<file path="src/logic/mem_top.sv">
`timescale 1ns/1ps

module mem_top #(
    parameter int NB_DATA    = 32,
    parameter int DMEM_AW    = 6,
    parameter int N_REGISTER = 32
) (
    input  logic                          clk_i,
    input  logic                          arst_n_i,
    input  logic                          en_pipeline_i,
    input  logic [NB_DATA-1:0]            alu_result_i,
    input  logic [NB_DATA-1:0]            store_data_i,
    input  logic [$clog2(N_REGISTER)-1:0] dest_reg_i,
    input  logic                          mem_read_i,
    input  logic                          mem_write_i,
    input  logic                          reg_write_i,
    input  logic                          valid_i,
    output logic                          wb_reg_write_o,
    output logic [$clog2(N_REGISTER)-1:0] wb_reg_o,
    output logic [NB_DATA-1:0]            wb_data_o
);

    logic [NB_DATA-1:0] dmem [2 ** DMEM_AW];
    logic [DMEM_AW-1:0] daddr;
    logic [NB_DATA-1:0] load_data;

    assign daddr     = alu_result_i[DMEM_AW+1:2];   // word index, byte offset dropped
    assign load_data = dmem[daddr];

    always_ff @(posedge clk_i) begin
        if (en_pipeline_i && valid_i && mem_write_i) begin
            dmem[daddr] <= store_data_i;
        end
    end

    // MEM/WB
    always_ff @(posedge clk_i or negedge arst_n_i) begin
        if (!arst_n_i) begin
            wb_reg_write_o <= 1'b0;
        end else if (en_pipeline_i) begin
            wb_reg_write_o <= valid_i && reg_write_i;
        end
    end

    always_ff @(posedge clk_i) begin
        if (en_pipeline_i) begin
            wb_reg_o  <= dest_reg_i;
            wb_data_o <= mem_read_i ? load_data : alu_result_i;
        end
    end

    // word accesses only, a byte offset would alias onto the word
    a_word_aligned: assert property (@(posedge clk_i) disable iff (!arst_n_i)
        valid_i && (mem_read_i || mem_write_i) |-> alu_result_i[1:0] == 2'b00);

endmodule

</file>
<file path="config.mk">
export PLATFORM = sky130hd
export DESIGN_NAME = mem_top
export DESIGN_NICKNAME = d
export VERILOG_FILES = /design/src/logic/mem_top.sv
export SDC_FILE = /design/constraint.sdc
export NUM_CORES = 2
export LEC_CHECK = 0
export ABC_AREA = 1
export BUFFER_PORTS_ARGS = -buffer_cell sky130_fd_sc_hd__buf_2
export CAP_MARGIN = 20
export CELL_PAD_IN_SITES_DETAIL_PLACEMENT = 1
export CELL_PAD_IN_SITES_GLOBAL_PLACEMENT = 2
export CORE_ASPECT_RATIO = 0.5
export CORE_MARGIN = 2
export CORE_UTILIZATION = 42
export CTS_CLUSTER_DIAMETER = 100
export DETAILED_ROUTE_END_ITERATION = 10
export HOLD_SLACK_MARGIN = 0.1
export PLACE_DENSITY_LB_ADDON = 0.12
export SYNTH_ARGS = -nofsm -noshare
export SYNTH_HDL_FRONTEND = slang
export SYNTH_SLANG_ARGS = --single-unit
</file>
<file path="constraint.sdc">
create_clock -name clk_i -period 1.6 [get_ports clk_i]
set_input_delay 0.16 -clock clk_i [delete_from_list [all_inputs] [get_ports clk_i]]
set_output_delay 0.16 -clock clk_i [all_outputs]
set_load 0.01 [all_outputs]
</file>
# Word-level counts from Yosys, hierarchy flattened
# Memories as Yosys holds them, arrays and structs flattened.
# Index checks and enable logic that the tools add are counted.
# totals
register_bits	38
inputBits	76
out_inout_bits	38
mem_bits_rw	2048
mem_count	1
wordCells	10
# mem_list
name	depth	width	read_ports	rd_ports_with_merged_regs	write_ports	line	source
dmem	64	32	1	0	1	23	logic [NB_DATA-1:0] dmem [2 ** DMEM_AW];
# op_classes
reduce_logical	3
muxes	3
# ops
cell	count
$mux W32	1
$logic_and A1 B1 Y1	3
$mux W1	2

# Depth between registers and ports, before layout
# logic_depth
depth_word	4
mapped_depth	17
mapped_depth_nobuf	13

# Worst setup path after synthesis
# OpenSTA, ideal clock, no wires.
# synth_path
path_kind	input to register
from	in alu_result_i[2]
to	mem dmem[41][0] (enable)
arrival_time_ns	3.941
path_slack_ns	-2.842
path_buffers	4
t_required_ns	1.098
setup_ns	0.502
cell_stages	6
path_cell_list	buf_4 -> inv_4 -> buf_6 -> buf_6 -> buf_2 -> nor4_1
# synth_lines
element	line	source
from (decl)	11	input logic [NB_DATA-1:0] alu_result_i,
to (decl)	23	
# No word-level cell before the write port.

# Worst setup path after layout
# layout_path
from	mem dmem[2][19]
to	reg wb_data_o[19] (data pin)
# layout_between
elab_chain_cells	2
# layout_lines
element	line	source
$mem_v2 Z64 W32	--	
$mux W32	48	wb_data_o <= mem_read_i ? load_data : alu_result_i;
to (signal assigned)	48	
to (decl)	20	output logic [NB_DATA-1:0] wb_data_o
# Every way passes these cells.
# A chain may end at the register's enable or synchronous reset.

==> results_dict.tcl <==
set metrics [dict create \
    r2r_start "dmem[2][19]" \
    ant_nets 0 \
    p_leak_nw 44.7 \
    period_minus_slack_ns 1.85 \
    slew_headroom 0.498 \
    clockBufferDepth 4 \
    synth_warnings 0 \
    holdPathEnd "wb_data_o[5]" \
    track_usage 0.288 \
    p_switching_mw 27.8 \
    ys_seq_area_frac 0.715 \
    critPathBufInv 2 \
    p_comb_frac 0.081 \
    cpMaxStageDelayCell "edfxtp_1" \
    use_met3 0.0554 \
    hold_violations 0 \
    placed_cells 11700 \
    wl_per_cell_um 25.5 \
    die_w_um 650 \
    p_sw_frac 0.237 \
    start_util 0.423 \
    fin_nets 9280 \
    cts_tree "built" \
    reg2reg_depth 13 \
    vias 63500 \
    p_per_area_mw_per_mm2 1090 \
    worst_slew_pin_slew_ns 0.752 \
    rsz0062_at_grt "yes" \
    synth_area_leader_cell "edfxtp_1" \
    cts.clk_slew.worst_paths_ns 0.07 \
    final_util 0.518 \
    dpl.hpwl_um 194000 \
    cts_htree_levels 4 \
    place_congestion 0.825 \
    die_area_mm2 0.212 \
    clk_latency_ns 0.87 \
    fin_cells 12100 \
    wirelength_um 309000 \
    fin_skew_ns 0.0383 \
    area_growth_pct 22.4 \
    grt.overflow.total 0 \
    drc_errors 0 \
    pwr-share-clk 0.404 \
    drt_iter0_drc 6072 \
    r2r-end "wb_data_o[19]" \
    grt_pass1_vias 64100 \
    status "finished with violations" \
    grt_max_degree 65 \
    worstPathArrival_ns 2.47 \
    peakVddDrop_mv 0.789 \
    min-delay-start "alu_result_i[7]" \
    layout-drive-gt1-share 0.160 \
    synth_ff_type "edfxtp_1" \
    use_met1 0.416 \
    ys_ff_latch 2086 \
    cts_root_buffer "clkbuf_16" \
    dieHeight_um 327 \
    finalInstanceArea_mm2 0.107 \
    max_freq_mhz 540 \
    hold_path_depth 8 \
    critical_path.endpoint_type "flip-flop" \
    synthTopCellsByArea "edfxtp_1 (71%), nand2_1 (24%), buf_2 (1.1%), clkbuf_1 (0.65%), nor2_1 (0.64%)" \
    path_class "reg2reg" \
    r2r_slack_ns -0.25 \
    violations "setup timing" \
    fp-row-count 118 \
    drt-pass1-iter-count 5 \
    ys_types 24 \
    port_buffers 113 \
    cp.required_ns 2.22 \
    place_area_mm2 0.0983 \
    core_area_mm2 0.207 \
    synth_top_area_share 0.715 \
    maxSlewViolCount 0 \
    crit_fanout 1 \
    syn_avg_cell_area_um2 10.2 \
    cap_violations 0 \
    setup_viol 45 \
    fill_cells 22200 \
    synth_edf_count 2085 \
    synth_nets 8628 \
    finalWorstSetupSlack_ns -0.253 \
    crit_chain "nand2_1 > nand2_1 > nand2_1 > nand2_1 > nand2_1 > nand2_2 > nand2_2 > nand2_4 > nor2_4 > buf_6 > nand3_2 > nand2_1 > inv_1" \
    pin_count 114 \
    busiest_layer "met2" \
    internal_power_mw 89.6 \
    met2_usage 0.450 \
    worstSetupStartpointType "flip-flop" \
    pwr-share-seq 0.514 \
    netlist_area_mm2 0.0876 \
    period_share 1.16 \
    slowest_delay_ns 0.37 \
    vias_per_cell 5.24 \
    clkSinkCount 2086 \
    grt_pass1_wl_um 444000 \
    hold_path.class "in2reg" \
    syn_inst 8552 \
    numCtsBuffers 200 \
    crit_family "simple AND/OR/NAND/NOR gates" \
    crit_top_cell "nand2_1" \
    antenna_found_initial 18 \
    async_reset_ff_frac 0.000479 \
]
## tightest hold or removal path, stage by stage
cell	delay, ns
buf_2	0.11
nor2_1	0.06
buf_4	0.12
nand2_1	0.05
nand2_1	0.04
o21ai_1	0.13
buf_4	0.12
nand2_1	0.04
## area by class of cell
class	instances	area (um^2)	area share
antenna	2	5.00	0.0000467
clock buffer	253	5270	0.0491
clock inverter	93	917	0.00855
inverter	94	388	0.00362
multi-input combinational	5947	24600	0.230
sequential	2086	62600	0.584
tap	2760	3450	0.0322
timing repair buffer	875	9940	0.0927
## synthesized netlist by cell type (2+ instances only)
library cell,n
a21oi_1,21
inv_1,86
nor2_1,150
o21ai_1,4
buf_2,191
buf_1,36
o21ai_0,14
edfxtp_1,2085
or2_2,26
nor4_1,2
nand3_1,40
clkinv_1,3
buf_4,28
nor3_1,3
inv_2,4
buf_6,18
nand2_1,5677
clkbuf_1,152
o211ai_1,7
## power by group through the flow
| stage | Clock, mW | Sequential (mW) | Combinational [mW] |
|---|---|---|---|
| global route | 50.2 | 60.4 | 10.4 |
| detailed placement | 0 | 61.6 | 8.78 |
| global placement | 0 | 61.6 | 8.68 |
| CTS | 48.2 | 60.4 | 9.34 |
| finish | 47.5 | 60.4 | 9.55 |
| floorplan | 0 | 61.6 | 3.84 |
## what timing repair did
action	4_1_cts	5_1_grt
endpoints found under the setup margin	66	71
hold buffers	100	0
cloned	1	2
endpoints found under the hold margin	2072	0
pin swaps	150	200
resized for setup	313	201
setup buffers	0	2
## cells in the final DEF (no fill, tap or decap), types with 50 or more instances in the layout
master / count
nand2_1: 5419
edfxtp_1: 2085
buf_4: 386
buf_12: 247
nand2_2: 206
clkbuf_16: 205
buf_2: 104
nor2_4: 100
dlygate4sd3_1: 100
inv_1: 68
nand2_4: 50
clkbuf_1: 50
## stage by stage
| stage | setup WS (ns) | total power, mW | hold WS (ns) | TNS, ns |
|---|---|---|---|---|
| 2_1_floorplan | -0.794 | 65.4 | -0.136 | -1351.80 |
| 3_3_place_gp | -1.26 | 70.3 | -0.0655 | -1331.82 |
| 3_5_place_dp | -1.28 | 70.4 | -0.0643 | -1363.78 |
| 4_1_cts | -0.316 | 118 | 0.113 | -4.27 |
| 5_1_grt | -0.332 | 121 | 0.175 | -6.75 |
| 6_report | -0.253 | 117 | 0.135 | -3.39 |
## kinds of logic after synthesis
kind of cell | share of synthesized area
AOI/OAI and AO/OA | 0.00283
and+or+nand+nor | 0.254
buffers and inverters | 0.0277
DFF | 0.715
## worst max-delay path by stage
stage,startpoint,to,slack (ns),depth (start not counted)
floorplan,alu_result_i[7],dmem[40][0],-0.79,5
global placement,alu_result_i[2],wb_data_o[19],-1.26,17
detailed placement,alu_result_i[2],wb_data_o[19],-1.28,17
CTS,wb_data_o[8],wb_data_o[8],-0.32,1
global route,dmem[2][19],wb_data_o[19],-0.33,13
finish,dmem[2][19],wb_data_o[19],-0.25,13
## metal layers
layer	routed length, um	share of wire	vias up
met1	139000	0.45	32300
met3	22900	0.074	395
met4	7580	0.025	6
met5	29	0.000094	-
met2	139000	0.45	1893
li1	-	-	28900
## registers in the layout (all words and copies together), names as in the netlist
register / count
wb_data_o: 32
wb_reg_o: 5
dmem: 2048
wb_reg_write_o: 1
(Power assumes the default switching activity.)
