**src/logic/cpu_pkg.sv**
```systemverilog
package cpu_pkg;

    typedef enum logic [5:0] {
        OP_RTYPE = 6'h00,
        OP_ADDI  = 6'h08,
        OP_ORI   = 6'h0D,
        OP_LUI   = 6'h0F,
        OP_LW    = 6'h23,
        OP_SW    = 6'h2B,
        OP_HALT  = 6'h3F
    } opcode_e;

    // function field of R-type words
    typedef enum logic [5:0] {
        FN_ADD = 6'h20,
        FN_SUB = 6'h22,
        FN_AND = 6'h24,
        FN_OR  = 6'h25,
        FN_SLT = 6'h2A
    } funct_e;

    typedef enum logic [2:0] {
        ALU_ADD,
        ALU_SUB,
        ALU_AND,
        ALU_OR,
        ALU_SLT,
        ALU_LUI
    } alu_op_e;

    typedef enum logic [1:0] {
        DBG_IDLE,
        DBG_LOAD,
        DBG_RUN,
        DBG_DRAIN
    } dbg_state_e;

    localparam logic [31:0] HALT_WORD  = {OP_HALT, 26'd0};
    localparam int          PIPE_DEPTH = 4;   // fetch to write-back

endpackage

```
**src/logic/debug_unit.sv**
```systemverilog
`timescale 1ns/1ps

module debug_unit (
    input  logic clk_i,
    input  logic arst_n_i,
    input  logic first_byte_i,
    input  logic finish_rcv_i,
    input  logic halt_fetched_i,
    output logic en_pipeline_o,
    output logic done_o
);

    localparam int NB_CNT = $clog2(cpu_pkg::PIPE_DEPTH);

    cpu_pkg::dbg_state_e state_q;
    logic [NB_CNT-1:0]   drain_cnt;

    always_ff @(posedge clk_i or negedge arst_n_i) begin
        if (!arst_n_i) begin
            state_q       <= cpu_pkg::DBG_IDLE;
            drain_cnt     <= '0;
            en_pipeline_o <= 1'b0;
            done_o        <= 1'b0;
        end else begin
            case (state_q)
                cpu_pkg::DBG_IDLE: begin
                    if (first_byte_i) begin
                        state_q <= cpu_pkg::DBG_LOAD;
                    end
                end
                cpu_pkg::DBG_LOAD: begin
                    if (finish_rcv_i) begin
                        state_q       <= cpu_pkg::DBG_RUN;
                        en_pipeline_o <= 1'b1;
                    end
                end
                cpu_pkg::DBG_RUN: begin
                    if (halt_fetched_i) begin
                        state_q   <= cpu_pkg::DBG_DRAIN;
                        drain_cnt <= '0;
                    end
                end
                cpu_pkg::DBG_DRAIN: begin
                    // let the last real instructions reach write-back
                    if (drain_cnt == NB_CNT'(cpu_pkg::PIPE_DEPTH - 1)) begin
                        state_q       <= cpu_pkg::DBG_IDLE;
                        en_pipeline_o <= 1'b0;
                        done_o        <= 1'b1;   // sticky
                    end else begin
                        drain_cnt <= drain_cnt + 1'b1;
                    end
                end
                default: state_q <= cpu_pkg::DBG_IDLE;
            endcase
        end
    end

    a_en_only_running: assert property (@(posedge clk_i) disable iff (!arst_n_i)
        en_pipeline_o |-> state_q inside {cpu_pkg::DBG_RUN, cpu_pkg::DBG_DRAIN});

    // halt seen in fetch ends the run after a fixed drain
    a_halt_to_done: assert property (@(posedge clk_i) disable iff (!arst_n_i)
        halt_fetched_i && state_q == cpu_pkg::DBG_RUN |-> ##(cpu_pkg::PIPE_DEPTH + 1) done_o);

endmodule

```
**config.mk**
```make
export PLATFORM = sky130hd
export DESIGN_NAME = debug_unit
export DESIGN_NICKNAME = d
export VERILOG_FILES = /design/src/logic/cpu_pkg.sv /design/src/logic/debug_unit.sv
export SDC_FILE = /design/constraint.sdc
export NUM_CORES = 1
export LEC_CHECK = 0
export ABC_AREA = 0
export BUFFER_PORTS_ARGS = -buffer_cell sky130_fd_sc_hd__buf_2
export CORE_AREA = 2 2 39 41
export CTS_BUF_LIST = sky130_fd_sc_hd__clkbuf_16
export CTS_CLUSTER_SIZE = 16
export DETAILED_ROUTE_END_ITERATION = 7
export DIE_AREA = 0 0 41 43
export GPL_TIMING_DRIVEN = 0
export PLACE_DENSITY = 0.57
export SLEW_MARGIN = 20
export SYNTH_ARGS = -nofsm -noshare
export SYNTH_HDL_FRONTEND = slang
export SYNTH_SLANG_ARGS = --single-unit
```
**constraint.sdc**
```tcl
create_clock -name clk_i -period 1.5 [get_ports clk_i]
set_input_delay 0.15 -clock clk_i [delete_from_list [all_inputs] [get_ports clk_i]]
set_output_delay 0.15 -clock clk_i [all_outputs]
set_load 0.01 [all_outputs]
```
Yosys cells after proc, flatten, opt, wreduce, memory -nomap -nowiden
Index checks and enable logic that the tools add are counted.
Widths: inputs -> output; s select.
{"block": "word_totals", "reg_bits": 6, "wordCells": 32}
{"block": "op_classes", "muxes": 11, "n_eq_ne": 9, "reduce_logical": 7, "n_addsub": 1}
{"op": "$mux 2", "n": 6}
{"op": "$ne 2x2->1 const B", "n": 5}
{"op": "$pmux 2 s4", "n": 1}
{"op": "$eq 2x2->1 const B", "n": 3}
{"op": "$reduce_and 3->1", "n": 2}
{"op": "$pmux 2 s2", "n": 1}
{"op": "$reduce_and 4->1", "n": 1}
{"op": "$reduce_bool 2->1", "n": 2}
{"op": "$add 2x1->2 const B", "n": 1}
{"op": "$eq 2x1->1 const B", "n": 1}
{"op": "$logic_not 2->1", "n": 1}
{"op": "$mux 1", "n": 2}
{"op": "$pmux 1 s2", "n": 1}
{"op": "$reduce_and 2->1", "n": 1}

Logic depth before layout (Yosys ltp)
{"block": "depth", "word_depth": 3, "depth_mapped": 5, "ltp_nobuf": 5}

Worst setup path before layout
No wires, ideal clock.
{"block": "synth_timing", "kind": "reg2reg", "start": "register state_q[0]", "end": "register state_q[1]", "stages_incl_launch_ff": 6, "n_path_buf": 0, "required_time_ps": 1372, "slack_ps": -59, "arrival_time_ps": 1432, "path_cell_list": "dfrtp_1 inv_1 ha_1 nor2b_4 nor4_4 mux2_1"}
{"block": "synth_via", "elab_chain_len": 3}
{"element": "start: declaration", "line_no": "debug_unit.sv:15", "rtl": "cpu_pkg::dbg_state_e state_q;"}
{"element": "start signal: assignment", "line_no": "debug_unit.sv:20", "rtl": "state_q <= cpu_pkg::DBG_IDLE;"}
{"element": "start signal: assignment", "line_no": "debug_unit.sv:28", "rtl": "state_q <= cpu_pkg::DBG_LOAD;"}
{"element": "start signal: assignment", "line_no": "debug_unit.sv:33", "rtl": "state_q <= cpu_pkg::DBG_RUN;"}
{"element": "$eq 2x2->1, or another cell as far along", "line_no": "debug_unit.sv:25", "rtl": "case (state_q)"}
{"element": "$ne 2x2->1 (no line)"}
{"element": "$reduce_and 4->1 (no line)"}
Several ways; a longest one is shown, not always the timed one.
A chain may end at the register's enable or synchronous reset.

Worst setup path in the final report
{"block": "layout_timing", "start": "register state_q[1]", "end": "register state_q[1]"}
Same word-level chain as after synthesis.

==> flow_summary_export.csv <==
group,metric,value,unit
status,status,"complete, but fails checks",
status,violations,"setup timing",
cts,cts.path.max_buffers,2,
timing,setup_viol,1,
timing,finalMaxSlewViolations,0,
placed_design,dp.final_hpwl,572,um
timing,period_minus_slack,1560,ps
floorplanning,coreArea,1380,um2
flow_run,drv_cap,0,
placed_design,place_ws,-100,ps
cells_and_area,fill_cells,129,
synth,ys_seq_area_frac,0.353,
synth,syn_avg_cell_area,10.6,um2
floorplanning,die_y,43,um
synth,synth-edff-count,0,
synth,synth_seq_cells,6,
placed_design,place_area,485,um2
timing,fin_skew,0.302,ps
cells_and_area,drive_gt1_frac,0.434,
timing,min_period_over_period,1.04,
synth,synth_area_leaders,"dfrtp_1 35%, ha_1 18%, nor2b_4 6.5%",
floorplanning,die-area,1760,um2
synth,syn_area,425,um2
cts,cts_tree,"built",
floorplanning,start_util,0.307,
drt,wl_per_cell,11.1,um
timing,final.setup.worst_slack,-55.7,ps
power,swShare,0.321,
grt,grt_max_degree,7,
synth,synth_common_cells,"6 x dfrtp_1, 6 x ha_1, 3 x a21oi_1, 3 x inv_1",
drt,num_vias,331,
setup_path,path_class,"reg -> reg",
setup_path,worst-path-max-fanout,4,
cts,cts-buffers-inserted,3,
cts,htree_levels,1,
timing,hold_violations,0,
synth,syn_inst,40,
floorplanning,die_w,41,um
drt,drc,0,
synth,synthArstFlopShare,1.00,
power,p_int,988,uW
cells_and_area,stdcell_area,618,um2
synth,ys_warn_count,0,
setup_path,cp-start-kind,"register",
timing,tightestPinTransition,297,ps
setup_path,worstPathArrival,1660,ps
cts,cts.sinks,6,
power,p_leak,0.261,nW
cts,insertion_delay,230,ps
synth,synth_top_area_cell,"dfrtp_1",
grt,grt_pass1_vias,333,
power,combPwrFrac,0.489,
timing,fmax,643,MHz
timing,rsz0062_at_grt,"yes",
power,seqPwrFrac,0.220,
drt,antenna_left,0,
drt,dr.pass1.iters,1,
cells_and_area,area_growth,45.3,%
grt,grt_first_pass_wirelength,1.29,mm
cts,cts_root_buffer,"clkbuf_16",
synth,syn-num-nets,51,
setup_path,cp-end-kind,"register",
grt,grt_remaining_overflow,0,
min_path,hold_path.class,"in -> reg",
drt,totalWireLength,766,um
placed_design,gp_congestion,0.655,
power,p_sw,467,uW
cells_and_area,nNetsFinal,66,
synth,synthFlopType,"dfrtp_1",
placed_design,io_buffers,6,
synth,synthDistinctLibCells,22,
power,pwr-share-clk,0.292,
grt,antenna_found_initial,0,
drt,first_iter_violations,0,
power,peakVddDrop,1.03,mV
timing,slew_headroom,0.802,
cts,path_clk_slew,30,ps
grt,grt_util_all_layers,0.116,
power,p_per_area,2350,nW/um2
floorplanning,io-pin-count,7,
synth,synth_top_area_frac,0.353,
cells_and_area,diodes,0,
drt,vias_per_cell,4.80,
setup_path,cp_data_required_time,1610,ps
floorplanning,num_rows,14,
==> layout make-up <==
class	count	area (um2)	area share
Clock buffer	3	75.1	0.121
Multi-Input combinational cell	31	295	0.478
Sequential cell	6	150	0.243
Timing Repair Buffer	10	66.3	0.107
Tap cell	16	20.0	0.0324
Inverter	3	11.3	0.0182
==> worst max-delay path, cell delays in order, from the launching register on <==
cell and delay [ps]:
dfrtp_1 410, buf_6 140, ha_4 140, nor2b_4 130
nor4_4 290, mux2_4 320
==> layer usage <==
metal,GRT usage,vias to the layer above,share of wire
met5,0,-,0
met3,0.0785,4,0.068
met4,0.0600,0,0.023
li1,-,171,-
met1,0.129,150,0.45
met2,0.159,6,0.45
==> sequential cells by signal, summed over array words and instances (netlist names) <==
name           cells
drain_cnt          2
done_o             1
en_pipeline_o      1
state_q            2
==> cells in the final DEF, fill, tap and decap left out, types with 2 or more instances in the layout <==
cell type	count
a21oi_1	3
ha_2	3
ha_1	2
o211ai_1	2
dfrtp_1	6
buf_4	2
buf_2	6
clkbuf_16	3
inv_2	2
nor2_1	2
nor2b_4	3
==> per-stage QoR <==
step,power [mW],instances,hold slack (ps),util,TNS [ps]
floorplan,0.785,40,-146,-,0
global placement,0.894,62,-18.5,0.351,-88.2
detailed placement,0.905,62,-15.9,0.351,-100
CTS,1.47,69,241,0.445,-69.0
global route,1.57,69,273,0.447,-123
finish,1.45,69,245,0.447,-55.7
==> power by group through the flow <==
stage	sequential [mW]	combinational (mW)	clock (mW)
2_1_floorplan	0.312	0.473	0
3_3_place_gp	0.314	0.580	0
3_5_place_dp	0.317	0.588	0
4_1_cts	0.320	0.716	0.436
5_1_grt	0.337	0.789	0.439
6_report	0.320	0.711	0.424
==> cell families (layout without fill, tap and decap cells) <==
group / Yosys count / count (layout) / synth area share
AO/OA/AOI/OAI: 9 / 9 / 0.141
adder cells (fa/ha/maj): 6 / 6 / 0.176
buffers and inverters: 3 / 16 / 0.0265
multiplexers: 1 / 1 / 0.0265
flip-flops: 6 / 6 / 0.353
AND/OR/NAND/NOR: 15 / 15 / 0.276
==> worst paths after layout <==
path / start / endpoint / slack [ps] / cells after the start
worst max register to register: state_q[1] / state_q[1] / -60 / 5
worst min-delay path: halt_fetched_i / drain_cnt[1] / 250 / 3
min in group asynchronous: arst_n_i / drain_cnt[1] / 290 / 2
worst max-delay path: state_q[1] / state_q[1] / -60 / 5
worst min register to register: done_o / done_o / 450 / 1
max in group asynchronous: arst_n_i / state_q[1] / 1060 / 2
==> timing repair <==
item,in CTS,in global routing
endpoints found under the hold margin,6,0
endpoints found under the setup margin,1,1
gates resized for setup,6,1
hold buffers,1,0
cloned,0,0
buffers inserted,3,0
pin swaps,1,0
(Power assumes the default switching activity.)
