==> config.mk <==
export PLATFORM = sky130hd
export DESIGN_NAME = instr_loader
export DESIGN_NICKNAME = d
export VERILOG_FILES = /design/src/logic/instr_loader.sv
export SDC_FILE = /design/constraint.sdc
export NUM_CORES = 1
export LEC_CHECK = 0
export BUFFER_PORTS_ARGS = -buffer_cell sky130_fd_sc_hd__buf_4
export CELL_PAD_IN_SITES_DETAIL_PLACEMENT = 0
export CELL_PAD_IN_SITES_GLOBAL_PLACEMENT = 1
export CORE_MARGIN = 8
export CORE_UTILIZATION = 49
export CTS_CLUSTER_SIZE = 40
export DETAILED_ROUTE_END_ITERATION = 7
export GPL_TIMING_DRIVEN = 0
export PLACE_DENSITY = 0.93
export SYNTH_ARGS = -nofsm -noshare
export SYNTH_HDL_FRONTEND = slang
export SYNTH_SLANG_ARGS = --single-unit
==> constraint.sdc <==
create_clock -name clk_i -period 2.5 [get_ports clk_i]
set_clock_uncertainty 0.2 [all_clocks]
set_input_delay 0.5 -clock clk_i [delete_from_list [all_inputs] [get_ports clk_i]]
set_output_delay 0.5 -clock clk_i [all_outputs]
set_load 0.02 [all_outputs]
==> src/logic/instr_loader.sv <==
`timescale 1ns/1ps

module instr_loader #(
    parameter int NB_DATA = 32,
    parameter int IMEM_AW = 6
) (
    input  logic               clk_i,
    input  logic               arst_n_i,
    input  logic [7:0]         rx_byte_i,
    input  logic               rx_valid_i,
    input  logic               rx_last_i,
    output logic               imem_we_o,
    output logic [IMEM_AW-1:0] imem_waddr_o,
    output logic [NB_DATA-1:0] imem_wdata_o,
    output logic               first_byte_o,
    output logic               finish_rcv_o
);

    localparam int N_BYTES = NB_DATA / 8;
    localparam int NB_CNT  = $clog2(N_BYTES);

    logic [NB_CNT-1:0]  byte_cnt;
    logic [NB_DATA-1:0] shift_q;
    logic [IMEM_AW:0]   addr_q;       // spare bit catches overflow
    logic               started_q;
    logic               loaded_q;
    logic               word_end;
    logic [NB_DATA-1:0] packed_word;

    assign word_end = rx_valid_i && (byte_cnt == NB_CNT'(N_BYTES - 1) || rx_last_i);

    // msb first and a short last word keeps its bytes on top
    assign packed_word = {shift_q[NB_DATA-9:0], rx_byte_i} << (8 * (N_BYTES - 1 - byte_cnt));

    always_ff @(posedge clk_i or negedge arst_n_i) begin
        if (!arst_n_i) begin
            byte_cnt     <= '0;
            addr_q       <= '0;
            started_q    <= 1'b0;
            loaded_q     <= 1'b0;
            imem_we_o    <= 1'b0;
            first_byte_o <= 1'b0;
            finish_rcv_o <= 1'b0;
        end else begin
            imem_we_o    <= word_end;
            first_byte_o <= rx_valid_i && !started_q;
            finish_rcv_o <= rx_valid_i && rx_last_i;   // same cycle as the last write
            if (rx_valid_i) begin
                started_q <= 1'b1;
            end
            if (rx_valid_i && rx_last_i) begin
                loaded_q <= 1'b1;
            end
            if (word_end) begin
                byte_cnt <= '0;
                addr_q   <= addr_q + 1'b1;
            end else if (rx_valid_i) begin
                byte_cnt <= byte_cnt + 1'b1;
            end
        end
    end

    always_ff @(posedge clk_i) begin
        if (rx_valid_i) begin
            shift_q <= {shift_q[NB_DATA-9:0], rx_byte_i};
        end
        if (word_end) begin
            imem_wdata_o <= packed_word;
            imem_waddr_o <= addr_q[IMEM_AW-1:0];
        end
    end

    // program has to fit in the instruction memory
    a_addr_in_range: assert property (@(posedge clk_i) disable iff (!arst_n_i)
        word_end |-> addr_q < (IMEM_AW + 1)'(2 ** IMEM_AW));

    // host stays quiet once the program runs
    a_no_rx_after_last: assert property (@(posedge clk_i) disable iff (!arst_n_i)
        loaded_q |-> !rx_valid_i);

endmodule

== Word-level counts from Yosys, hierarchy flattened ==
Index checks and enable logic that the tools add are counted.

* Bits in registers: 75
* Latch bits: 0
* RAM bits: 0
* Bits in read-only memories: 0
* Output and inout bits: 41
* Memories: 0

* Add/subtract/negate cells: 3
* Multipliers: 0
* Div/mod/pow operators: 0
* $lt $le $gt $ge: 0
* Equality and inequality tests: 1
* Shifts and indexed selects: 1
* Multiplexer cells: 2
* Bitwise operators: 0
* Reduce and logical (&&, ||, !) cells: 6

{| class="wikitable"
|+ Operators with widths
! operator !! count
|-
| left shift 32 x 32 -> 32 bit || 1
|-
| adder 7 x 1 -> 7 bit, second input constant || 1
|-
| two-way mux 2 bit || 2
|-
| logical AND 1 bit || 3
|-
| subtractor 2 x 2 -> 3 bit, first input constant || 1
|-
| adder 2 x 1 -> 2 bit, second input constant || 1
|-
| == test 2 bit, second input constant || 1
|-
| nonzero test 2 bit || 1
|-
| zero test 1 bit || 1
|-
| logical OR 1 bit || 1
|}

== Logic depth before layout (Yosys ltp) ==
Gate-level depths: netlist of the first run.

* Depth in word-level cells: 4
* Mapped depth: 5

== Worst setup path before layout of the first run ==
Ideal clock, no wire load.

* Path type: register to register
* Start: register byte_cnt[1]
* End: register addr_q[1]
* Arrival time: 1392 ps
* Slack: 783 ps
* Cell stages (with the launch flop): 5
* Buffers on the path: 1
* Cell sequence: dfrtp_1 -> ha_1 -> o21a_1 -> buf_6 -> mux2_2

* Word-level cells in the longest chain between the ends: 3

{| class="wikitable"
|+ Ends and longest elaborated chain
! element !! RTL line !! RTL
|-
| from (decl) || 22 || <nowiki>logic [NB_CNT-1:0] byte_cnt;</nowiki>
|-
| from (signal assigned) || 58 || <nowiki>byte_cnt <= byte_cnt + 1'b1;</nowiki>
|-
| == test 2 bit || 30 || <nowiki>assign word_end = rx_valid_i && (byte_cnt == NB_CNT'(N_BYTES - 1) || rx_last_i);</nowiki>
|-
| logical OR 1 bit || 30 ||
|-
| logical AND 1 bit || 30 ||
|-
| via word_end || 27 || <nowiki>logic word_end;</nowiki>
|-
| to (signal assigned) || 56 || <nowiki>addr_q <= addr_q + 1'b1;</nowiki>
|-
| to (decl) || 24 || <nowiki>logic [IMEM_AW:0] addr_q;</nowiki>
|}

The timed path passes the listed nets, and every way through them passes these cells.
A chain may end at the register's enable or synchronous reset.

== Worst setup path after layout of the first run ==
Same ends and word-level chain as after synthesis.

==> results.py, run 1 <==
metrics = {
    "placement": {
        "gp_congestion": 0.7726,
        "placed_area_um2": 3344,
        "hpwl_um": 3387,
        "placedCellCount": 306,
        "port_buffers": 52,
    },
    "final_layout": {
        "fill_cells": 458,
        "diodes": 0,
        "design_area_um2": 3532,
        "finish.utilization_pct": 61.10,
        "multi_input_area_um2": 634.4,
        "area_growth_syn_to_layout_pct": 23.49,
        "layout.cells.non_filler": 323,
        "fin_nets": 257,
        "drive_gt1_share_pct": 29.84,
        "register_area_um2": 2162,
    },
    "routing": {
        "first_pass_iters": 4,
        "vias": 1632,
        "vias_per_cell": 5.053,
        "finalWirelength_um": 5100,
        "detail_route.iter0.violations": 97,
        "wl_per_cell_um": 15.79,
        "drtAntennaViolNets": 0,
        "drc": 0,
    },
    "sta": {
        "rsz0062_at_grt": "false",
        "fmax_ghz": 0.4987,
        "relSlewSlack_pct": 68.69,
        "finalMaxSlewViolations": 0,
        "worst_slew_pin_slew_ns": 0.4697,
        "hold_viol_final": 0,
        "finalSetupViolCount": 0,
        "finalCriticalPeriod_ns": 2.005,
        "tns_ns": 0,
        "hold_ws_ns": 0.1613,
        "post-route-period-util_pct": 80.20,
    },
    "clock_network": {
        "ctsResizeCount": 0,
        "cts_buffers": 9,
        "cts_max_path_buffers": 2,
        "cts_tree": "done",
        "root_buffer": "clkbuf_8",
        "insertion_delay_ns": 0.34,
        "cts.clk_slew.worst_paths_ns": 0.07,
        "postCtsSetupBuffers": 0,
        "cts_hold_buf": 1,
        "cts.sinks": 74,
        "cts-htree-levels": 3,
    },
    "synthesis": {
        "syn_avg_cell_area_um2": 15.98,
        "synth-edff-count": 62,
        "syn_nets": 193,
        "synthArstFlopShare_pct": 16.22,
        "syn-cell-area_um2": 2860,
        "syn_inst": 179,
        "synth_top_flop_cell": "edfxtp_1",
        "synth_seq_cells": 74,
        "yosys_warnings": 0,
        "synth-seq-area-share_pct": 75.59,
        "synth_cell_types": 25,
    },
    "critical_path": {
        "critPathKind": "flop to flop",
        "rrSetupSlack_ns": 0.49,
        "rr_worst_depth": 4,
        "cp_max_fo": 45,
        "critPathRequiredTime_ns": 2.53,
        "r2r-end": "addr_q[1]$_DFFE_PN0P_",
        "startpoint_type": "flop",
        "arrival_ns": 2.04,
        "r2r-start": "byte_cnt[1]$_DFFE_PN0P_",
        "cp-end-kind": "flop",
    },
    "die": {
        "coreArea_um2": 5781,
        "initial_utilization_pct": 49.48,
        "die_h_um": 92.40,
        "rows": 28,
        "num_io_pins": 53,
        "die_w_um": 92.40,
        "die_area_um2": 8538,
    },
    "min_path": {
        "hold_depth": 1,
        "hold_path_class": "primary input to flop",
        "holdPathEnd": "shift_q[7]$_DFFE_PP_",
        "worstHoldStart": "rx_byte_i[7]",
    },
    "outcome": {
        "outcome": "completed",
    },
    "global_routing": {
        "antenna_found_initial": 0,
        "grt_max_degree": 46,
        "grt_pass1_vias": 1684,
        "grt_usage_pct": 13.28,
        "grt_pass1_wl_um": 8625,
        "grt-ovfl-total": 0,
    },
    "pwr": {
        "power_frac_comb_pct": 16.2,
        "switching_share_pct": 25.72,
        "p_switching_mw": 0.7535,
        "vdd_drop_max_uv": 400.6,
        "power_density_nw_per_um2": 829.3,
        "leakage_nw": 1.397,
        "seqPwrFrac_pct": 54.9,
        "clkPwrFrac_pct": 28.9,
        "internal_power_mw": 2.176,
    },
    "run": {
        "maxCapViolCount": 0,
    },
}
[routing by layer]
| layer | part of all wire (%) | up-vias | GRT usage (%) |
|---|---|---|---|
| met5 | 0 | - | 0 |
| li1 | - | 798 | - |
| met1 | 43 | 780 | 15.53 |
| met4 | 1.9 | 0 | 6.040 |
| met2 | 48 | 48 | 20.62 |
| met3 | 7.2 | 6 | 5.987 |
[flip-flops by register name, indices dropped and copies added (netlist names)]
register	count
imem_wdata_o	32
imem_we_o	1
byte_cnt	2
finish_rcv_o	1
started_q	1
addr_q	6
first_byte_o	1
imem_waddr_o	6
shift_q	24
[cell families after synthesis]
| family | count (synthesis) | share of synthesized area, % |
|---|---|---|
| xor+xnor | 5 | 1.531 |
| mux | 18 | 6.343 |
| buf+inv | 10 | 2.231 |
| fa+ha+maj | 2 | 0.8748 |
| simple gates | 44 | 8.093 |
| compound gates | 26 | 5.337 |
| flops | 74 | 75.59 |
[cell usage after synthesis (all sizes together) (2+ instances only)]
library cell	instances	area (um2)
nor2	9	33.78
dfrtp	12	300.3
a211oi	8	60.06
buf	7	52.54
edfxtp	62	1862
a21oi	8	40.04
mux2i	17	170.2
nor2b	9	56.30
ha	2	25.02
xnor2	4	35.03
nand2	9	33.78
and3	9	56.30
o21ai	9	45.04
nand4	3	18.77
clkbuf	2	7.510
nand3	2	10.01
[power groups by stage]
stage          clock network [mW]  registers [mW]  logic, mW
6_report                    0.846            1.61      0.474
4_1_cts                     0.866            1.61      0.482
3_5_place_dp                    0            1.64      0.478
2_1_floorplan                   0            1.69      0.227
3_3_place_gp                    0            1.63      0.471
5_1_grt                     0.932            1.63      0.525
[cell usage in the layout (no fill, tap or decap), drive strengths merged, types with 9 or more instances in the layout]
cell     n
dfrtp   12
and3     9
nor2     9
clkbuf  14
edfxtp  62
nand2    9
mux2i   17
nor2b    9
o21ai    9
buf     59
[final cells by class]
cell class / instances / area share, %
well taps: 75 / 2.657
repair buffers: 53 / 11.34
clock inverters: 4 / 1.204
multi-input cells: 95 / 17.96
clock buffers: 12 / 3.826
plain buffers: 9 / 1.700
flip-flops and latches: 74 / 61.21
inverters: 1 / 0.1063
[worst max path at each step]
stage / startpoint / endpoint / slack, ns / depth (start not counted)
CTS: byte_cnt[1]$_DFFE_PN0P_ / addr_q[1]$_DFFE_PN0P_ / 0.47 / 4
floorplan: byte_cnt[1]$_DFFE_PN0P_ / addr_q[1]$_DFFE_PN0P_ / 0.78 / 4
global placement: rx_valid_i / addr_q[1]$_DFFE_PN0P_ / 0.43 / 4
global route: byte_cnt[1]$_DFFE_PN0P_ / addr_q[1]$_DFFE_PN0P_ / 0.37 / 4
detailed placement: rx_valid_i / addr_q[1]$_DFFE_PN0P_ / 0.39 / 4
finish: byte_cnt[1]$_DFFE_PN0P_ / addr_q[1]$_DFFE_PN0P_ / 0.49 / 4
[metrics by stage]
| step | power (mW) | setup slack, ns |
|---|---|---|
| 6_report | 2.929 | 0.4949 |
| 4_1_cts | 2.959 | 0.4651 |
| 5_1_grt | 3.086 | 0.3739 |
| 3_3_place_gp | 2.104 | 0.4333 |
| 2_1_floorplan | 1.917 | 0.7834 |
| 3_5_place_dp | 2.115 | 0.3866 |
[worst max-delay path, stage by stage (launching register included)]
cell	delay, ns
dfrtp_1	0.58
ha_1	0.25
o21a_1	0.14
buf_6	0.34
mux2_2	0.38
No activity file was read; power rests on OpenSTA's default activity.
==> run 2: changes to the inputs <==
CORE_UTILIZATION = 41   (was 49)
PLACE_DENSITY = 0.84   (was 0.93)
clock period = 1.6 ns   (was 2.5 ns; I/O delays follow)
==> run 2 against run 1 <==
  * The run now ends with setup timing left
  * Worst setup slack worse by 0.50 ns
  * Non-clock buffer count grew 13
  * Largest cell class unchanged
  * Count of clock-buffer cells in the layout stayed put
  * Maximum frequency is 25% higher
  * Largest power group unchanged
  * Final cell count is 5.6% higher
  * Combinational power up 88%
  * Global-route usage fell by 0.62 points
  * Clock power is 62% higher
  * Critical path type unchanged
  * Sequential share of layout area decreased by 4.4 points
==> results.py, run 2 (same netlist as run 1, synthesis figures left out) <==
metrics = {
    "critical_path": {
        "arrival_ns": 1.63,
        "startpoint_type": "flop",
        "cp-end-kind": "flop",
        "cp_max_fo": 22,
        "critPathRequiredTime_ns": 1.62,
        "rrSetupSlack_ns": -0.007,
        "critPathKind": "flop to flop",
        "rr_worst_depth": 4,
        "r2r-start": "byte_cnt[1]$_DFFE_PN0P_",
        "r2r-end": "addr_q[0]$_DFFE_PN0P_",
    },
    "outcome": {
        "outcome": "complete, but fails checks",
        "violations": "setup timing",
    },
    "min_path": {
        "hold_path_class": "primary input to flop",
        "hold_depth": 2,
        "worstHoldStart": "rx_last_i",
        "holdPathEnd": "finish_rcv_o$_DFF_PN0_",
    },
    "sta": {
        "relSlewSlack_pct": 74.58,
        "finalCriticalPeriod_ns": 1.607,
        "rsz0062_at_grt": "true",
        "worst_slew_pin_slew_ns": 0.3813,
        "fmax_ghz": 0.6223,
        "tns_ns": -0.007689,
        "hold_ws_ns": 0.02532,
        "finalMaxSlewViolations": 0,
        "fin_ws_ns": -0.006854,
        "finalSetupViolCount": 2,
        "hold_viol_final": 0,
        "post-route-period-util_pct": 100.4,
    },
    "routing": {
        "drc": 0,
        "wl_per_cell_um": 17.18,
        "first_pass_iters": 4,
        "finalWirelength_um": 5860,
        "vias_per_cell": 5.044,
        "drtAntennaViolNets": 0,
        "vias": 1720,
        "detail_route.iter0.violations": 75,
    },
    "placement": {
        "gp_congestion": 0.7301,
        "placedCellCount": 311,
        "port_buffers": 52,
        "hpwl_um": 3618,
    },
    "final_layout": {
        "diodes": 0,
        "drive_gt1_share_pct": 35.63,
        "fin_nets": 270,
        "fill_cells": 538,
        "finish.utilization_pct": 56.35,
        "largest_reg_flops": 32,
        "layout.cells.non_filler": 341,
        "area_growth_syn_to_layout_pct": 33.11,
        "final_common_cell": "edfxtp_1",
        "regMostFlops": "imem_wdata_o",
        "top_regs": "imem_wdata_o x32, shift_q x24",
        "layout_common_cells": "edfxtp_1, buf_4, mux2i_1",
    },
    "clock_network": {
        "cts_tree": "done",
        "root_buffer": "clkbuf_8",
        "cts.clk_slew.worst_paths_ns": 0.08,
        "insertion_delay_ns": 0.33,
        "cts-htree-levels": 3,
        "cts_max_path_buffers": 2,
        "cts.sinks": 74,
        "cts_buffers": 9,
    },
    "die": {
        "die_area_um2": 9905,
        "initial_utilization_pct": 42.33,
        "die_w_um": 99.53,
        "rows": 30,
        "coreArea_um2": 6756,
        "num_io_pins": 53,
        "die_h_um": 99.53,
    },
    "global_routing": {
        "grt_max_degree": 33,
        "grt-ovfl-total": 0,
        "grt_pass1_vias": 1830,
        "antenna_found_initial": 0,
        "grt_pass1_wl_um": 9660,
        "grt_usage_pct": 12.66,
    },
    "pwr": {
        "power_density_nw_per_um2": 1256,
        "vdd_drop_max_uv": 576.6,
        "leakage_nw": 1.505,
    },
    "run": {
        "maxCapViolCount": 0,
    },
}
run 2: cell types whose count changed in the layout (fill, tap and decap cells not counted), moves of 3 or more:
cell	before	now
clkbuf_1	5	1
dlygate4sd3_1	1	9
mux2i_1	17	13
mux2i_2	0	4
o21ai_0	9	6
o21ai_1	0	3
run 2: final cells by class:
cell class                 instances  area (um2)  share of cell area (%)
clock buffer                      12       166.4                   4.371
inverter                           1       3.754                 0.09859
sequential                        74        2163                   56.82
multi-input combinational         95       678.2                   17.81
timing repair buffer              66       580.6                   15.25
clock inverter                     4       25.02                  0.6572
tap                               80       100.1                   2.629
buffer                             9       90.09                   2.366
run 2: through the flow:
stage / instance area (um2) / setup slack, ns / power, mW
after floorplan: 2875 / -0.02839 / 3.013
after global placement: 3366 / -0.2862 / 3.316
after detailed placement: 3366 / -0.2816 / 3.344
after CTS: 3776 / 0.0006534 / 4.799
after global routing: 3807 / -0.03596 / 5.003
final: 3807 / -0.006854 / 4.781
run 2: report_power, final:
| part | switching, mW | leakage (nW) | internal [mW] |
|---|---|---|---|
| clock network | 0.673 | 0.0935 | 0.695 |
| logic | 0.464 | 0.665 | 0.427 |
| registers | 0.152 | 0.747 | 2.37 |
run 2: how the worst max path moves through the flow:
stage / start / to / slack [ns]
after floorplan: byte_cnt[1]$_DFFE_PN0P_ / addr_q[1]$_DFFE_PN0P_ / -0.03
after global placement: byte_cnt[1]$_DFFE_PN0P_ / addr_q[1]$_DFFE_PN0P_ / -0.29
after detailed placement: byte_cnt[1]$_DFFE_PN0P_ / addr_q[1]$_DFFE_PN0P_ / -0.28
after CTS: byte_cnt[1]$_DFFE_PN0P_ / addr_q[0]$_DFFE_PN0P_ / 0.0007
after global routing: byte_cnt[1]$_DFFE_PN0P_ / addr_q[0]$_DFFE_PN0P_ / -0.04
final: byte_cnt[1]$_DFFE_PN0P_ / addr_q[0]$_DFFE_PN0P_ / -0.007
run 2: worst max-delay path: stages, from the launching register on:
cell and delay, ns:
dfrtp_2 0.45, ha_4 0.18, o21a_4 0.22, bufbuf_16 0.30
xor2_1 0.14
run 2: per-layer routing:
layer  track usage (%)  share of wire [%]  vias up
met1             15.78                 44      847
met5                 0                  0        -
met2             19.11                 49       41
met4             5.937                1.3        0
li1                  -                  -      827
met3             4.609                5.6        5
run 2: what timing repair did:
item / 4_1_cts / 5_1_grt
endpoints found under the setup margin: 64 / 45
hold endpoints to repair: 20 / 0
resized for setup: 10 / 12
hold buffers: 9 / 0
setup buffers: 2 / 1
gates cloned: 2 / 0
