### config.mk
export PLATFORM = sky130hd
export DESIGN_NAME = execute_top
export DESIGN_NICKNAME = d
export VERILOG_FILES = /design/src/logic/cpu_pkg.sv /design/src/logic/execute_top.sv
export SDC_FILE = /design/constraint.sdc
export NUM_CORES = 1
export LEC_CHECK = 0
export ABC_AREA = 1
export BUFFER_PORTS_ARGS = -buffer_cell sky130_fd_sc_hd__buf_4
export CAP_MARGIN = 20
export CORE_MARGIN = 2
export CORE_UTILIZATION = 61
export CTS_CLUSTER_DIAMETER = 200
export DETAILED_ROUTE_END_ITERATION = 10
export MAX_ROUTING_LAYER = met4
export PLACE_DENSITY = 0.88
export SYNTH_ARGS = -nofsm -noshare
export SYNTH_HDL_FRONTEND = slang
export SYNTH_SLANG_ARGS = --single-unit
### constraint.sdc
create_clock -name clk_i -period 1.7 [get_ports clk_i]
set_clock_uncertainty 0.05 [all_clocks]
set_input_delay 0 -clock clk_i [delete_from_list [all_inputs] [get_ports clk_i]]
set_output_delay 0 -clock clk_i [all_outputs]
set_load 0.005 [all_outputs]
### src/logic/cpu_pkg.sv
package cpu_pkg;

    typedef enum logic [5:0] {
        OP_RTYPE = 6'h00,
        OP_ADDI  = 6'h08,
        OP_ORI   = 6'h0D,
        OP_LUI   = 6'h0F,
        OP_LW    = 6'h23,
        OP_SW    = 6'h2B,
        OP_HALT  = 6'h3F
    } opcode_e;

    // function field of R-type words
    typedef enum logic [5:0] {
        FN_ADD = 6'h20,
        FN_SUB = 6'h22,
        FN_AND = 6'h24,
        FN_OR  = 6'h25,
        FN_SLT = 6'h2A
    } funct_e;

    typedef enum logic [2:0] {
        ALU_ADD,
        ALU_SUB,
        ALU_AND,
        ALU_OR,
        ALU_SLT,
        ALU_LUI
    } alu_op_e;

    typedef enum logic [1:0] {
        DBG_IDLE,
        DBG_LOAD,
        DBG_RUN,
        DBG_DRAIN
    } dbg_state_e;

    localparam logic [31:0] HALT_WORD  = {OP_HALT, 26'd0};
    localparam int          PIPE_DEPTH = 4;   // fetch to write-back

endpackage

### src/logic/execute_top.sv
`timescale 1ns/1ps

module execute_top #(
    parameter int NB_DATA    = 32,
    parameter int N_REGISTER = 32
) (
    input  logic                          clk_i,
    input  logic                          arst_n_i,
    input  logic                          en_pipeline_i,
    input  logic [NB_DATA-1:0]            data_ra_i,
    input  logic [NB_DATA-1:0]            data_rb_i,
    input  logic [NB_DATA-1:0]            imm_i,
    input  cpu_pkg::alu_op_e              alu_op_i,
    input  logic                          alu_src_imm_i,
    input  logic [$clog2(N_REGISTER)-1:0] dest_reg_i,
    input  logic                          mem_read_i,
    input  logic                          mem_write_i,
    input  logic                          reg_write_i,
    input  logic                          valid_i,
    output logic [NB_DATA-1:0]            alu_result_o,
    output logic [NB_DATA-1:0]            store_data_o,
    output logic [$clog2(N_REGISTER)-1:0] dest_reg_o,
    output logic                          mem_read_o,
    output logic                          mem_write_o,
    output logic                          reg_write_o,
    output logic                          valid_o
);

    logic [NB_DATA-1:0] op_b;
    logic [NB_DATA-1:0] result;

    assign op_b = alu_src_imm_i ? imm_i : data_rb_i;

    always_comb begin
        case (alu_op_i)
            cpu_pkg::ALU_ADD: result = data_ra_i + op_b;
            cpu_pkg::ALU_SUB: result = data_ra_i - op_b;
            cpu_pkg::ALU_AND: result = data_ra_i & op_b;
            cpu_pkg::ALU_OR:  result = data_ra_i | op_b;
            cpu_pkg::ALU_SLT: result = NB_DATA'($signed(data_ra_i) < $signed(op_b));
            cpu_pkg::ALU_LUI: result = op_b << 16;   // imm to the upper half
            default:          result = '0;
        endcase
    end

    // EX/MEM
    always_ff @(posedge clk_i or negedge arst_n_i) begin
        if (!arst_n_i) begin
            valid_o     <= 1'b0;
            mem_read_o  <= 1'b0;
            mem_write_o <= 1'b0;
            reg_write_o <= 1'b0;
        end else if (en_pipeline_i) begin
            valid_o     <= valid_i;
            mem_read_o  <= mem_read_i;
            mem_write_o <= mem_write_i;
            reg_write_o <= reg_write_i;
        end
    end

    always_ff @(posedge clk_i) begin
        if (en_pipeline_i) begin
            alu_result_o <= result;
            store_data_o <= data_rb_i;
            dest_reg_o   <= dest_reg_i;
        end
    end

endmodule

==> impl_results.md, run 1 <==
- Top-count cell post-synth: nand2_1
- Net count after synthesis: 1,668
- Chip Width: 125 um
- Gpl congestion: 1.20
- Area after DPL: 12,500 um2
- Top cell type's share of synthesized area: 23.1%
- Top cell type by total area after synthesis: edfxtp_1
- Post-CTS repair timing setup buffer count: 10
- FF+latch count, synth: 73
- Clock root cell: clkbuf_16
- Ys async rst share: 5.48%
- List of most frequent post-synthesis cells: nand2_1, inv_1, nand3_1
- Hpwl dp: 31,700 um
- Failing step: clock tree synthesis
- Initial Util: 62.2%
- CTS buffer count: 9
- Hold_buf cts: 43
- Clock Path Buffers: 2
- Num rows: 44
- Status: stopped before the end
- Yosys Warn Count: 0
- Synthesized area per cell: 6.15 um2
- CTS H-tree depth: 3
- Mapped Cells: 1,458
- Ys flop type: edfxtp_1
- Synth area leaders: edfxtp_1, nand2_1, inv_1, ha_1, nand3_1
- Post-Syn Area: 8970 um2
- Cts repair resizes: 175
- Placed cells: 2,013
- Tool Error: [ERROR DPL-0033] detailed placement checks failed during check placement.
- Synth cell types: 40
- Num Clock Sinks: 73
- Port bufs: 184
- Io pins: 185
- Sequential share of the synthesized area: 24.2%
- Height of the chip: 125 um
- Number of synthesized flops with an enable pin: 69
## cell families after synthesis
kind of cell	synth area share, %
xor+xnor	0.293
compound gates	10.6
fa+ha+maj	13.8
buf+inv	16.0
flops	24.2
mux	0.502
simple gates	34.5
## stage by stage
step	hold WS [ns]	setup TNS [ns]	utilization, %	setup WS (ns)
after floorplan	-0.346	-7.59	-	-0.386
after global placement	-0.253	-18.28	86.8	-0.792
after detailed placement	-0.244	-22.14	86.8	-0.885
==> run 2, diff against run 1 <==
- CORE_UTILIZATION: 61 -> 40
- CTS_CLUSTER_DIAMETER: 200 -> not set
- MAX_ROUTING_LAYER: met4 -> not set
- PLACE_DENSITY: 0.88 -> not set
- PLACE_DENSITY_LB_ADDON: not set -> 0.15
==> run 2 against run 1 <==
Effect of this change:
- the flow now finishes, with violations (negative setup slack)
- area after synthesis unchanged
- synthesized cell count did not move
==> impl_results.md, run 2 <==
- Clock tree from TritonCTS: done
- Sequential share of the synthesized area: 24.2% (unchanged)
- Commonest non-fill, non-tap cell in the layout: buf_4
- Grt ovf: 0
- Worst-path clk slew: 0.08 ns
- Hpwl dp: 31,200 um (was 31,700 um)
- Startpoint Class: input port
- Initial Util: 41.0% (was 62.2%)
- Layout cells sized above 1: 38.8%
- Ys flop type: edfxtp_1 (unchanged)
- Num rows: 54 (was 44)
- First-pass DRT Iterations: 5
- Crit-path slowest cell: fa_2
- Post-layout nets: 2,135
- HP Class: in -> reg
- P_leak: 7.91 nW
- Setup-failing EPs final: 30
- Initial antenna violation count: 0
- Gpl congestion: 1.01 (was 1.20)
- Most frequent cells in the layout: buf_4, nand2_1, inv_1
- CP Class: in -> reg
- Post-route cell area: 15,000 um2
- Number of synthesized flops with an enable pin: 69 (unchanged)
- Top cell type's share of synthesized area: 23.1% (unchanged)
- Crit path DAT: 2.03 ns
- Initial DRC Count: 801
- Area after DPL: 12,800 um2 (was 12,500 um2)
- Synth area leaders: edfxtp_1, nand2_1, inv_1, ha_1, nand3_1 (unchanged)
- Largest net degree at the start of global routing: 33
- Clock Path Buffers: 2 (unchanged)
- FILL cells: 1,901
- Post-Syn Area: 8970 um2 (unchanged)
- Crit share post-route: 116%
- CTS H-tree depth: 3 (unchanged)
- Pwr/cell area: 617 nW/um2
- Max FO, Critical Path: 8
- Dpl ws: -0.866 ns (was -0.885 ns)
- Max cap viols: 0
- CTS buffer count: 9 (unchanged)
- Wire length per cell: 18.5 um
- Num Clock Sinks: 73 (unchanged)
- List of most frequent post-synthesis cells: nand2_1, inv_1, nand3_1 (unchanged)
- Later-pin clock latency in the skew report: 0.36 ns
- Min setup slack post-route: -0.279 ns
- RSZ-0062 raised after global routing: yes
- Fin crit period: 1.98 ns
- Diodes inserted: 0
- Clock root cell: clkbuf_16 (unchanged)
- Worst Tran Pin Value: 0.606 ns
- Area grow syn2layout: 67.2%
- First-pass GRT wire length: 58,700 um
- FF+latch count, synth: 73 (unchanged)
- DRT antenna net count: 0
- Final hold violations: 0
- Worst slew margin: 59.6%
- Height of the chip: 154 um (was 125 um)
- Biggest regs: alu_result_o (32), store_data_o (32), dest_reg_o (5)
- Die area: 23,600 um2
- Port bufs: 184 (unchanged)
- Top cell type by total area after synthesis: edfxtp_1 (unchanged)
- Vias in the first global route: 10,500
- Synth cell types: 40 (unchanged)
- Yosys Warn Count: 0 (unchanged)
- Mapped Cells: 1,458 (unchanged)
- Core ar.: 21,900 um2
- Ys async rst share: 5.48% (unchanged)
- Detailed Route WL: 41,000 um
- Vias: 11,200
- Max Freq: 505 MHz
- Io pins: 185 (unchanged)
- DRC: 0
- Worst stage delay on the critical path: 0.42 ns
- Tot GR Track Use: 32.6%
- Worst setup EP type: flip-flop
- Via density: 5.08
- Worst vdd ir: 0.421 mV
- Worst path most repeated cell: nand2_4
- Top-count cell post-synth: nand2_1 (unchanged)
- Synthesized area per cell: 6.15 um2 (unchanged)
- Critical Path, Cell by Cell: buf_16, buf_6, buf_6, o21ai_4, inv_2, ha_4, fa_2, inv_4, nand3_4, nand3_4, nand2_4, nand2_4, nand2_4, nand3_2, nand2_1, nand3_1, nand3_1
- Failing checks: negative setup slack
- Status: complete, but fails checks (was stopped before the end)
- Net count after synthesis: 1,668 (unchanged)
- WP data required: 1.75 ns
- Pins over their slew limit: 0
- Chip Width: 154 um (was 125 um)
==> run 2: per-stage QoR <==
| step | hold WS, ns | utilization (%) | cells | TNS (ns) | power (mW) |
|---|---|---|---|---|---|
| 6_report | 0.0720 | 68.5 | 2210 | -5.50 | 9.26 |
| 5_1_grt | 0.0919 | 68.5 | 2210 | -7.93 | 9.73 |
| 4_1_cts | 0.0454 | 65.3 | 2198 | -4.33 | 8.85 |
| 3_5_place_dp | -0.251 | 58.6 | 2130 | -22.19 | 6.39 |
| 3_3_place_gp | -0.252 | 58.6 | 2130 | -21.86 | 6.35 |
| 2_1_floorplan | -0.346 | - | 1458 | -7.59 | 4.34 |
==> run 2: repair_timing <==
action | in CTS | in global routing
pin swaps | 30 | 36
setup endpoints to repair | 30 | 30
hold buffers | 43 | 0
endpoints found under the hold margin | 45 | 0
resized for setup | 155 | 135
setup buffers | 8 | 10
cloned | 1 | 2
==> run 2: path summary, 6_finish.rpt <==
kind,startpoint,to,slack [ns],depth (start not counted)
setup / recovery,alu_src_imm_i,alu_result_o[26]$_DFFE_PP_,-0.28,17
hold / removal,alu_op_i[0],alu_result_o[0]$_DFFE_PP_,0.07,4
setup reg to reg,mem_read_o$_DFFE_PN0P_,mem_read_o$_DFFE_PN0P_,0.89,1
hold reg to reg,reg_write_o$_DFFE_PN0P_,reg_write_o$_DFFE_PN0P_,0.47,1
max in group asynchronous,arst_n_i,valid_o$_DFFE_PN0P_,0.91,3
min in group asynchronous,arst_n_i,reg_write_o$_DFFE_PN0P_,0.52,3
==> run 2: worst max-delay path: cells and delay by family <==
| kind | cells | cell delay [ns] |
|---|---|---|
| adder cells (fa/ha/maj) | 2 | 0.59 |
| AO/OA/AOI/OAI | 1 | 0.13 |
| AND/OR/NAND/NOR | 9 | 0.73 |
| buffers and inverters | 5 | 0.58 |
==> run 2: layout make-up <==
class,count,area (um2),area share (%)
clock buffer,9,225,1.50
clock inverter,7,61.3,0.409
inverter,326,1230,8.19
multi-input combinational,1019,6840,45.6
sequential,73,2170,14.5
tap,280,350,2.34
timing repair buffer,496,4120,27.5
==> run 2: power by group <==
part / internal, mW / switching (mW) / leakage (nW)
sequential: 2.18 / 0.0626 / 0.718
clock: 1.02 / 1.03 / 0.135
combinational: 2.26 / 2.71 / 7.06
==> run 2: metal layers <==
metal	global-route usage [%]	wire length, um	vias to the layer above
met5	0	0	-
met4	13.4	1830	0
met3	4.06	2600	107
met2	57.8	20200	463
met1	40.0	16400	5153
li1	-	-	5502
==> run 2: cell families after synthesis <==
logic type      after synthesis  synth area share [%]
buf+inv                     366                  16.0
flops                        73                  24.2
mux                           4                 0.502
fa+ha+maj                    98                  13.8
simple gates                741                  34.5
xor+xnor                      3                 0.293
compound gates              173                  10.6
Power figures use the tool's default switching activity.
==> run 3, diff against run 2 <==
- CORE_ASPECT_RATIO: not set -> 0.75
- HOLD_SLACK_MARGIN: not set -> 0.02
==> run 3 against run 2 <==
Effect of this change:
- the flow still finishes with violations (negative setup slack)
- critical path depth shrank 2
- power grew 11%
- wire length grew 8.7%
- highest routed layer is now met5
- final area grew 11%
- combinational power grew 19%
- clock-buffer cell count grew 1
- sequential power is essentially flat
- sequential share of layout area shrank 1.5 points
- die area is essentially flat
- hold slack lost 0.031 ns
- register-to-register slack is essentially flat
==> impl_results.md, run 3 (same netlist as run 2, synthesis figures left out) <==
- Multi-input logic area: 7820 um2 (was 6840 um2)
- Placed cells: 2,179 (was 2,130)
- Worst reg2reg setup slack: 0.88 ns (was 0.89 ns)
- Status: complete, but fails checks (unchanged)
- Failing checks: negative setup slack (unchanged)
- Pins over their slew limit: 0 (unchanged)
- Pwr/cell area: 617 nW/um2 (about the same)
- Via density: 5.23 (was 5.08)
- Worst-path clk slew: 0.07 ns (was 0.08 ns)
- Area after DPL: 13,100 um2 (was 12,800 um2)
- Clock Path Buffers: 2 (unchanged)
- Crit path DAT: 2.02 ns (was 2.03 ns)
- Num Clock Sinks: 73 (unchanged)
- First-pass GRT wire length: 61,000 um (was 58,700 um)
- CTS H-tree depth: 3 (unchanged)
- Worst slew margin: 63.2% (was 59.6%)
- Max cap viols: 0 (unchanged)
- Sw frac: 41.5% (was 41.0%)
- Non-Filler Instances: 2,292 (was 2,210)
- Post-route cell area: 16,700 um2 (was 15,000 um2)
- DRT antenna net count: 0 (unchanged)
- Worst setup EP type: flip-flop (unchanged)
- Tot GR Track Use: 34.5% (was 32.6%)
- Crit share post-route: 116% (about the same)
- Setup-failing EPs final: 28 (was 30)
- FF-to-FF path depth: 1 (unchanged)
- Critical R2R Capture: mem_write_o$_DFFE_PN0P_ (was mem_read_o$_DFFE_PN0P_)
- Initial antenna violation count: 1 (was 0)
- Initial Util: 40.7% (was 41.0%)
- Critical path origin: alu_src_imm_i (unchanged)
- Final hold violations: 0 (unchanged)
- Worst Tran Pin Value: 0.552 ns (was 0.606 ns)
- Commonest non-fill, non-tap cell in the layout: buf_4 (unchanged)
- Fin crit period: 1.97 ns (was 1.98 ns)
- Dpl ws: -1.27 ns (was -0.866 ns)
- Later-pin clock latency in the skew report: 0.36 ns (about the same)
- FILL cells: 1,614 (was 1,901)
- Die area: 23,700 um2 (was 23,600 um2)
- Chip Width: 177 um (was 154 um)
- Biggest regs: alu_result_o (32), store_data_o (32), dest_reg_o (5) (unchanged)
- Power, Total: 10.3 mW (was 9.26 mW)
- Clock tree from TritonCTS: done (unchanged)
- Diodes inserted: 0 (unchanged)
- Core ar.: 22,100 um2 (was 21,900 um2)
- Min setup slack post-route: -0.266 ns (was -0.279 ns)
- Num rows: 47 (was 54)
- Startpoint Class: input port (unchanged)
- Io pins: 185 (unchanged)
- Combinational Power Share: 57.3% (was 53.7%)
- Area grow syn2layout: 85.9% (was 67.2%)
- WHS: 0.0411 ns (was 0.0720 ns)
- Max Freq: 509 MHz (was 505 MHz)
- Vias in the first global route: 10,900 (was 10,500)
- Gpl congestion: 0.985 (was 1.01)
- CP Class: in -> reg (unchanged)
- Reg-to-reg startpoint: mem_write_o$_DFFE_PN0P_ (was mem_read_o$_DFFE_PN0P_)
- Sequential share of power: 21.7% (was 24.2%)
- WP data required: 1.76 ns (was 1.75 ns)
- Wire length per cell: 19.4 um (was 18.5 um)
- Hpwl dp: 32,500 um (was 31,200 um)
- DRC: 0 (unchanged)
- Largest net degree at the start of global routing: 33 (unchanged)
- HP Class: in -> reg (unchanged)
- Clock root cell: clkbuf_16 (unchanged)
- First-pass DRT Iterations: 6 (was 5)
- Height of the chip: 134 um (was 154 um)
- Worst vdd ir: 0.524 mV (was 0.421 mV)
- Max FO, Critical Path: 8 (unchanged)
- RSZ-0062 raised after global routing: yes (unchanged)
- Clock group share of total power: 21.1% (was 22.1%)
- Grt ovf: 0 (unchanged)
- Internal power: 6.02 mW (was 5.46 mW)
- Crit path to: alu_result_o[17]$_DFFE_PP_ (was alu_result_o[26]$_DFFE_PP_)
- Layout cells sized above 1: 51.1% (was 38.8%)
- Flip-flop and latch area: 2170 um2 (unchanged)
- Detailed Route WL: 44,600 um (was 41,000 um)
- P_leak: 8.54 nW (was 7.91 nW)
- Initial DRC Count: 1,164 (was 801)
- Post-layout nets: 2,203 (was 2,135)
- Most frequent cells in the layout: buf_4, nand2_1, inv_1 (unchanged)
- CTS buffer count: 9 (unchanged)
- Vias: 12,000 (was 11,200)
- Sw power: 4.27 mW (was 3.80 mW)
- Port bufs: 184 (unchanged)
run 3: cell count changes in the layout (fill, tap and decap cells not counted), sizes merged:
cell	before	now
bufinv	0	1
buf	451	515
inv	330	327
clkinvlp	2	3
clkbuf	11	15
bufbuf	0	1
run 3: worst min path at each step:
stage / end / start / slack (ns) / cells after the start
CTS: alu_result_o[0]$_DFFE_PP_ / alu_op_i[0] / 0.04 / 4
floorplan: mem_read_o$_DFFE_PN0P_ / arst_n_i / -0.35 / 0
global route: store_data_o[29]$_DFFE_PP_ / en_pipeline_i / 0.06 / 1
detailed placement: mem_read_o$_DFFE_PN0P_ / arst_n_i / -0.25 / 1
finish: store_data_o[29]$_DFFE_PP_ / en_pipeline_i / 0.04 / 1
global placement: mem_read_o$_DFFE_PN0P_ / arst_n_i / -0.25 / 1
run 3: critical path, stage by stage:
cell       delay (ns)
buf_16           0.13
buf_12           0.15
clkbuf_16        0.17
o21ai_4          0.19
ha_4             0.25
buf_12           0.15
nor2_4           0.20
nand2_4          0.11
nor2_4           0.15
buf_6            0.13
nand3_4          0.07
nand3_2          0.08
nand2_1          0.05
nand3_1          0.09
nand3_1          0.09
run 3: cell type report:
| cell class | count | share of cell area [%] |
|---|---|---|
| flip-flops and latches | 73 | 13.0 |
| multi-input cells | 1019 | 46.9 |
| well taps | 294 | 2.21 |
| clock buffers | 10 | 1.43 |
| inverters | 326 | 7.43 |
| repair buffers | 564 | 28.6 |
| clock inverters | 6 | 0.398 |
run 3: power by group through the flow:
stage	Sequential [mW]	Clock [mW]	Combinational [mW]
6_report	2.23	2.17	5.89
5_1_grt	2.25	2.22	6.23
4_1_cts	2.23	2.17	4.79
3_5_place_dp	2.27	0	4.24
3_3_place_gp	2.27	0	4.21
2_1_floorplan	2.29	0	2.05
run 3: metrics by stage:
stage | setup TNS (ns) | util (%)
floorplan | -7.59 | -
global placement | -30.32 | 59.3
detailed placement | -30.36 | 59.3
CTS | -4.91 | 67.1
global route | -7.04 | 75.6
finish | -5.20 | 75.6
run 3: timing repair:
item,4_1_cts,5_1_grt
pin swaps,42,158
endpoints found under the setup margin,32,30
resized for setup,201,409
endpoints found under the hold margin,45,0
gates cloned,1,5
setup buffers,16,36
hold buffers,43,0
run 3: routing by layer:
metal  GRT usage, %  vias up  wire length, um
met5              0        -               13
met4           7.62        2             1010
met3           11.2       88             5370
met2           50.2      646            19000
met1           49.3     5594            19200
li1               -     5653                -
